==> config.mk <==
export PLATFORM = sky130hd
export DESIGN_NAME = data_memory_interface
export DESIGN_NICKNAME = d
export VERILOG_FILES = /design/src/design/mem_access_pkg.sv /design/src/design/data_memory_interface.sv
export VERILOG_INCLUDE_DIRS = /design/src /design/src/design
export SDC_FILE = /design/constraint.sdc
export NUM_CORES = 1
export LEC_CHECK = 0
export BUFFER_PORTS_ARGS = -buffer_cell sky130_fd_sc_hd__clkbuf_2
export CAP_MARGIN = 20
export CORE_MARGIN = 5
export CORE_UTILIZATION = 34
export CTS_CLUSTER_DIAMETER = 80
export DETAILED_ROUTE_END_ITERATION = 8
export GPL_ROUTABILITY_DRIVEN = 0
export HOLD_SLACK_MARGIN = 0.02
export PLACE_DENSITY_LB_ADDON = 0.05
export SYNTH_ARGS = -nofsm -noshare
export SYNTH_HDL_FRONTEND = slang
export SYNTH_SLANG_ARGS = --single-unit
export TNS_END_PERCENT = 30
==> constraint.sdc <==
create_clock -name clock -period 2.1 [get_ports clock]
set_clock_uncertainty 0.15 [all_clocks]
set_input_delay 0.21 -clock clock [delete_from_list [all_inputs] [get_ports clock]]
set_output_delay 0.21 -clock clock [all_outputs]
set_load 0.02 [all_outputs]
==> src/design/mem_access_macros.svh <==
// ==========================================================================
// Size constants for the data memory subsystem: word and address widths,
// RAM depth and the fixed number of RAM wait states.
// ==========================================================================

`ifndef MEM_ACCESS_MACROS_SVH
`define MEM_ACCESS_MACROS_SVH

// Width of one data word in bits.
`define MEM_DATA_WIDTH 32

// Width of a byte address in bits.
`define MEM_ADDR_WIDTH 32

// Number of words in the data RAM. Addresses wrap at four times this value.
`define MEM_DEPTH_WORDS 256

// Cycles that wait_req stays high after a request first appears.
// Must be at least 1.
`define MEM_WAIT_CYCLES 2

`endif
==> src/design/mem_access_pkg.sv <==
// ==========================================================================
// Shared types for the load/store path: access format and RAM state enums,
// and the request and response structs of the data bus.
// ==========================================================================

`default_nettype none

`include "mem_access_macros.svh"

package mem_access_pkg;

    // Bit 2 marks an unsigned load, bits 1:0 give the access size.
    typedef enum logic [2:0] {
        fmt_byte   = 3'd0,  // Signed byte.
        fmt_half   = 3'd1,  // Signed halfword.
        fmt_word   = 3'd2,  // Full word.
        fmt_byte_u = 3'd4,  // Unsigned byte.
        fmt_half_u = 3'd5   // Unsigned halfword.
    } access_format_e;

    // Controller states of the data RAM.
    typedef enum logic [1:0] {
        ram_idle,     // No access in progress.
        ram_wait,     // Counting wait states.
        ram_respond   // Valid is high for this one cycle.
    } ram_state_e;

    // Request from the memory interface to the RAM.
    typedef struct packed {
        logic [`MEM_ADDR_WIDTH-1:0] address;
        logic [`MEM_DATA_WIDTH-1:0] write_data;   // Already steered into its lanes.
        logic [3:0]                 byte_enable;  // One bit per byte lane.
        logic                       read_enable;
        logic                       write_enable;
    } bus_request_t;

    // Response from the RAM back to the memory interface.
    typedef struct packed {
        logic [`MEM_DATA_WIDTH-1:0] read_data;  // Whole addressed word.
        logic                       wait_req;   // Request is not yet accepted.
        logic                       valid;      // One-cycle completion pulse.
    } bus_response_t;

endpackage

`default_nettype wire

==> src/design/data_memory_interface.sv <==
// ==========================================================================
// Data memory interface between the core's execute stage and the data bus:
// store lane steering, byte enables, load realignment and extension, and
// the tracker that allows one bus request per access.
// ==========================================================================

`timescale 1ns/1ps
`default_nettype none

`include "mem_access_macros.svh"

module data_memory_interface (
    input  logic                           clock,
    input  logic                           reset,
    input  logic                           read_enable,
    input  logic                           write_enable,
    input  mem_access_pkg::access_format_e format,
    input  logic [`MEM_ADDR_WIDTH-1:0]     address,
    input  logic [`MEM_DATA_WIDTH-1:0]     write_data,
    output logic [`MEM_DATA_WIDTH-1:0]     read_data,
    output logic                           data_available,
    output mem_access_pkg::bus_request_t   bus_request,
    input  mem_access_pkg::bus_response_t  bus_response
);

    logic [2:0]                 format_code;   // Raw encoding of the format.
    logic [1:0]                 byte_offset;   // Byte lane of the address.
    logic [4:0]                 shift_bits;    // Byte offset in bits.
    logic                       sign_load;     // Extend from the top loaded bit.
    logic                       request_sent;  // Bus request accepted, awaiting valid.
    logic                       accept;        // Request taken by the RAM this cycle.
    logic [`MEM_DATA_WIDTH-1:0] shifted_read;  // Returned word moved down to lane 0.

    assign format_code = format;
    assign byte_offset = address[1:0];
    assign shift_bits  = {byte_offset, 3'b000};
    assign sign_load   = !format_code[2];

    // The core holds its enable for the whole access, so the enables are
    // masked once the RAM has taken the request.
    assign bus_request.address      = address;
    assign bus_request.write_data   = write_data << shift_bits;
    assign bus_request.read_enable  = read_enable && !request_sent;
    assign bus_request.write_enable = write_enable && !request_sent;

    // Lanes past the top of the word are dropped by the 4-bit result.
    always_comb begin
        case (format_code[1:0])
            2'b00:   bus_request.byte_enable = 4'b0001 << byte_offset;
            2'b01:   bus_request.byte_enable = 4'b0011 << byte_offset;
            2'b10:   bus_request.byte_enable = 4'b1111 << byte_offset;
            default: bus_request.byte_enable = 4'b0000;
        endcase
    end

    assign shifted_read = bus_response.read_data >> shift_bits;

    always_comb begin
        case (format_code[1:0])
            2'b00: begin
                read_data = {{(`MEM_DATA_WIDTH-8){sign_load & shifted_read[7]}},
                             shifted_read[7:0]};
            end
            2'b01: begin
                read_data = {{(`MEM_DATA_WIDTH-16){sign_load & shifted_read[15]}},
                             shifted_read[15:0]};
            end
            2'b10:   read_data = shifted_read;
            default: read_data = '0;  // Reserved size returns nothing.
        endcase
    end

    assign data_available = bus_response.valid;

    assign accept = (bus_request.read_enable || bus_request.write_enable)
                    && !bus_response.wait_req;

    always_ff @(posedge clock) begin
        if (reset) begin
            request_sent <= 1'b0;
        end else if (bus_response.valid) begin
            request_sent <= 1'b0;  // Access done, the next one may go out.
        end else if (accept) begin
            request_sent <= 1'b1;
        end
    end

    // The core never asks for a load and a store at once.
    a_single_direction: assert property (@(posedge clock) disable iff (reset)
        !(bus_request.read_enable && bus_request.write_enable));

    // After acceptance the RAM answers in the next cycle, and no second
    // request leaves the interface while that answer is pending.
    a_one_request: assert property (@(posedge clock) disable iff (reset)
        accept |=> bus_response.valid
                   && !(bus_request.read_enable || bus_request.write_enable));

endmodule

`default_nettype wire

==> results of run 1 <==
==> stage by stage <==
step / setup WS [ns] / std cells
2_1_floorplan: 0.1689 / 258
3_5_place_dp: 0.05791 / 435
5_1_grt: -0.04886 / 435
6_report: 0.06400 / 435
3_3_place_gp: 0.06691 / 435
4_1_cts: 0.05621 / 435
==> cell type report <==
class	instances	share of cell area, %
inverter	2	0.3123
multi-input combinational	198	57.83
sequential	1	0.8329
tap	70	3.644
timing repair buffer	164	37.38
==> worst paths after layout <==
kind                        end          from  slack [ns]
setup / recovery  read_data[29]     format[0]        0.06
hold reg to reg    request_sent  request_sent        0.35
hold / removal     request_sent         reset        0.22
setup reg to reg   request_sent  request_sent        1.39
==> cells in the mapped netlist, types with 2 or more instances <==
cell type | n | area, um2
buf_4 | 33 | 247.7
a211oi_1 | 24 | 180.2
nor2_1 | 24 | 90.09
a21oi_1 | 23 | 115.1
mux2i_1 | 23 | 230.2
nand2_1 | 23 | 86.33
nor2b_1 | 21 | 131.4
clkbuf_1 | 11 | 41.29
a21oi_2 | 10 | 87.58
and2_1 | 9 | 56.30
buf_2 | 8 | 40.04
mux2_2 | 8 | 90.09
o21ai_0 | 8 | 40.04
o2bb2ai_1 | 8 | 70.07
ha_1 | 4 | 50.05
buf_6 | 3 | 33.78
nor3_1 | 3 | 15.01
buf_1 | 2 | 7.510
inv_1 | 2 | 7.510
nand3b_1 | 2 | 15.01
==> power by group through the flow <==
stage	sequential, mW	combinational, mW	clock, mW
after floorplan	0.0208	0.471	0
after global placement	0.0209	0.631	0
after detailed placement	0.0208	0.632	0
after CTS	0.0208	0.634	0
after global routing	0.0211	0.686	0
final	0.0208	0.632	0
==> worst reg2reg max path: cells and delay by family, from the launching register on <==
kind	cells	cell delay, ns
simple gates	2	0.15
flops	1	0.32
==> per-layer routing <==
layer	GRT usage, %	share of wire [%]	vias to the layer above
met5	0	0	-
met4	3.488	1.7	0
met3	1.627	6.4	14
met2	30.37	49	62
met1	21.65	43	917
li1	-	-	1092
==> kinds of logic after synthesis <==
logic type      after synthesis  synth area share, %
flops                         1                1.131
fa+ha+maj                     4                2.827
buf+inv                      59                21.34
compound gates               76                30.88
mux                          33                20.14
simple gates                 85                23.67
==> impl_metrics.toml, run 1 <==
[run_status]
status = "finished clean"

[setup_path]
path_buf_inv = 4
cp-start-kind = "input pin"
max_stage_delay_ns = 0.38
path_depth = 9
arrival_ns = 1.68
crit_fanout = 16
cp.required_ns = 1.74
crit_family = "buffers and inverters"
ff2ff_path_depth = 2
crit_type = "in -> out"
crit_slowest_cell = "or3b_4"
crit_path_end_kind = "primary output"
path_cells = "clkbuf_2, inv_1, ha_2, or3b_4, o22ai_4, a311oi_4, buf_12, a21oi_1, buf_2"

[layout]
area_delta_synth_final_pct = 35.76
drive_gt1_share_pct = 52.88
multi_input_area_um2 = 1390
reg.largest.list = "request_sent: 1 flops"
largest_reg_flops = 1
final_cell_mix = "clkbuf_2 (136), nor2_1 (24), a211oi_1 (24), nand2_1 (23), mux2i_1 (23)"
finish.utilization_pct = 47.36
final_common_cell = "clkbuf_2"
n_antenna_cell = 0
nets = 476
regMostFlops = "request_sent"
seq_area_um2 = 20.02
fillers = 572
final_area_um2 = 2404

[floorplan]
dieArea_um2 = 6750
start_util_pct = 34.89
row_count = 26
die_w_um = 82.16
fp.coreArea_um2 = 5075
die_y_um = 82.16
io_pins = 208

[synthesis]
syn_area_per_cell_um2 = 6.862
mappedNetlistArea_um2 = 1770
yosysSeqAreaShare_pct = 1.131
yosys_most_used_dff = "dfxtp_1"
synth_edf_count = 0
synth_seq_cells = 1
postSynth.asyncResetShare_pct = 0
synth_cells = 258
ys_types = 29
mappedNetlistNets = 367
yosys_warnings = 0

[cts]
ctsResizeCount = 0
clk_pin_slew_ns = 0
hold_buffers = 0
clk_latency_ns = 0
cts_setup_buffers = 0

[placed_design]
dp_hpwl_mm = 5.382
dpl_cell_area_um2 = 2379
io_buffers = 147

[power]
power-per-cell-area_nw_per_um2 = 271.6
ir_worst_vdd_uv = 159.0
power_frac_clock_pct = 0
leakage_nw = 1.231
internal-power_uw = 274.5
netSwitchingFraction_pct = 57.95
p_sw_uw = 378.3
combPwrFrac_pct = 96.8
power_frac_seq_pct = 3.2
fin_total_pwr_uw = 652.9

[worst_hold_path]
holdPathStages = 2
worstHoldPathType = "in -> reg"

[timing]
final_hold_viol_count = 0
worstMarginPinSlew_ns = 0.3456
fmax_mhz = 491.2
setup_violations = 0
whs_ns = 0.2225
setup-tns-final_ns = 0
slew_headroom_pct = 76.82
fin_crit_ns = 2.036
slew_violations = 0
fin_crit_sh_pct = 96.95
rsz0062_at_grt = "yes"

[global_routing]
grt_pass1_vias = 1880
grt_pass1_wl_mm = 9.266
grt.total_usage_pct = 16.87
grt_remaining_overflow = 0
grt_max_degree = 42
antenna_found_initial = 0

[drt]
wl_per_cell_um = 14.73
first_iter_violations = 40
vias = 2085
antenna_left = 0
avgViaCountPerCell = 4.793
firstDrtPassIters = 4
drc = 0
routed_wl_mm = 6.409

[job]
drv_cap = 0
No activity file was read; power rests on OpenSTA's default activity.
==> run 2: changes to the inputs <==
Settings changed: PLACE_DENSITY from default to 0.79, PLACE_DENSITY_LB_ADDON 0.05 to default.
==> impl_metrics.toml, run 2 (synthesis gave the netlist of run 1 again) <==
[run_status]
status = "finished clean"

[power]
internal-power_uw = 277.1
p_sw_uw = 383.8
netSwitchingFraction_pct = 58.07
ir_worst_vdd_uv = 134.6
power_frac_seq_pct = 3.2
power_frac_clock_pct = 0
leakage_nw = 1.235
combPwrFrac_pct = 96.8
power-per-cell-area_nw_per_um2 = 274.4

[timing]
final_hold_viol_count = 0
rsz0062_at_grt = "yes"
setup_violations = 0
worstMarginPinSlew_ns = 0.3873
fin_crit_sh_pct = 97.06
fmax_mhz = 490.6
fin_crit_ns = 2.038
slew_headroom_pct = 74.18
slew_violations = 0

[layout]
fillers = 544
final_area_um2 = 2409
final_common_cell = "clkbuf_2"
n_antenna_cell = 0
largest_reg_flops = 1
regMostFlops = "request_sent"
fin_cells = 437
area_delta_synth_final_pct = 36.04
reg.largest.list = "request_sent: 1 flops"
drive_gt1_share_pct = 52.32
final_cell_mix = "clkbuf_2 (140), nor2_1 (24), a211oi_1 (24)"
nets = 478

[global_routing]
grt_pass1_vias = 1995
grt_max_degree = 39
grt_pass1_wl_mm = 9.411
antenna_found_initial = 0
grt_remaining_overflow = 0
grt.total_usage_pct = 16.96

[setup_path]
crit_family = "buffers and inverters"
arrival_ns = 1.68
crit_slowest_cell = "or3b_4"
cp.required_ns = 1.74
cp-start-kind = "input pin"
path_cells = "clkbuf_2, inv_1, ha_2, or3b_4, o22ai_4, a311oi_4, buf_12, a21oi_2, clkbuf_2"
crit_fanout = 14
path_buf_inv = 4
max_stage_delay_ns = 0.39
crit_path_end_kind = "primary output"
crit_top_cell = "clkbuf_2"
crit_type = "in -> out"

[drt]
firstDrtPassIters = 4
wl_per_cell_um = 15.05
drc = 0
antenna_left = 0
vias = 2252
routed_wl_mm = 6.579
first_iter_violations = 92
avgViaCountPerCell = 5.153

[floorplan]
io_pins = 208
fp.coreArea_um2 = 5075
row_count = 26
dieArea_um2 = 6750
die_w_um = 82.16
start_util_pct = 34.89
die_y_um = 82.16

[job]
drv_cap = 0

[cts]
hold_buffers = 0
clk_pin_slew_ns = 0
clk_latency_ns = 0

[placed_design]
dp_cells = 435
io_buffers = 147
dpl_cell_area_um2 = 2354
dp_hpwl_mm = 5.382

[worst_hold_path]
worstHoldPathType = "in -> reg"
-- run 2: per-stage QoR --
| stage | TNS [ns] | setup slack, ns | hold slack (ns) | total power, mW | util (%) |
|---|---|---|---|---|---|
| floorplan | 0 | 0.1689 | 0.1368 | 0.4922 | - |
| global placement | -3.096 | -0.2137 | 0.2247 | 0.6356 | 46.38 |
| detailed placement | -3.901 | -0.2454 | 0.2269 | 0.6469 | 46.38 |
| CTS | 0 | 0.03879 | 0.2262 | 0.6561 | 46.99 |
| global route | -0.1129 | -0.02284 | 0.2390 | 0.7109 | 47.46 |
| finish | 0 | 0.06170 | 0.2246 | 0.6609 | 47.46 |
-- run 2: timing repair --
action                                  CTS  global route
setup buffers                             2             0
hold endpoints to repair                  0             0
endpoints found under the setup margin   30            38
gates resized for setup                   1            15
pin swaps                                 1             1
-- run 2: worst paths after layout --
check	from	end	slack, ns	depth (start not counted)
setup / recovery	format[0]	read_data[18]	0.06	9
hold / removal	reset	request_sent	0.22	2
setup reg to reg	request_sent	request_sent	1.37	2
hold reg to reg	request_sent	request_sent	0.37	2
-- run 2: final cells by class --
type,count,area [um2],area share [%]
Inverter,2,7.507,0.3117
Multi-Input combinational cell,198,1378,57.19
Sequential cell,1,20.02,0.8312
Tap cell,70,87.58,3.636
Timing Repair Buffer,166,915.9,38.03
-- run 2: power groups by stage --
stage | registers [mW] | logic, mW | clock network [mW]
2_1_floorplan | 0.0208 | 0.471 | 0
3_3_place_gp | 0.0208 | 0.615 | 0
3_5_place_dp | 0.0209 | 0.626 | 0
4_1_cts | 0.0209 | 0.635 | 0
5_1_grt | 0.0210 | 0.690 | 0
6_report | 0.0209 | 0.640 | 0
-- run 2: routing by layer --
metal	up-vias	part of all wire, %	GRT usage [%]
met3	12	8.0	2.061
li1	1104	-	-
met5	-	0	0
met2	104	51	31.66
met1	1032	39	20.76
met4	0	1.2	3.156
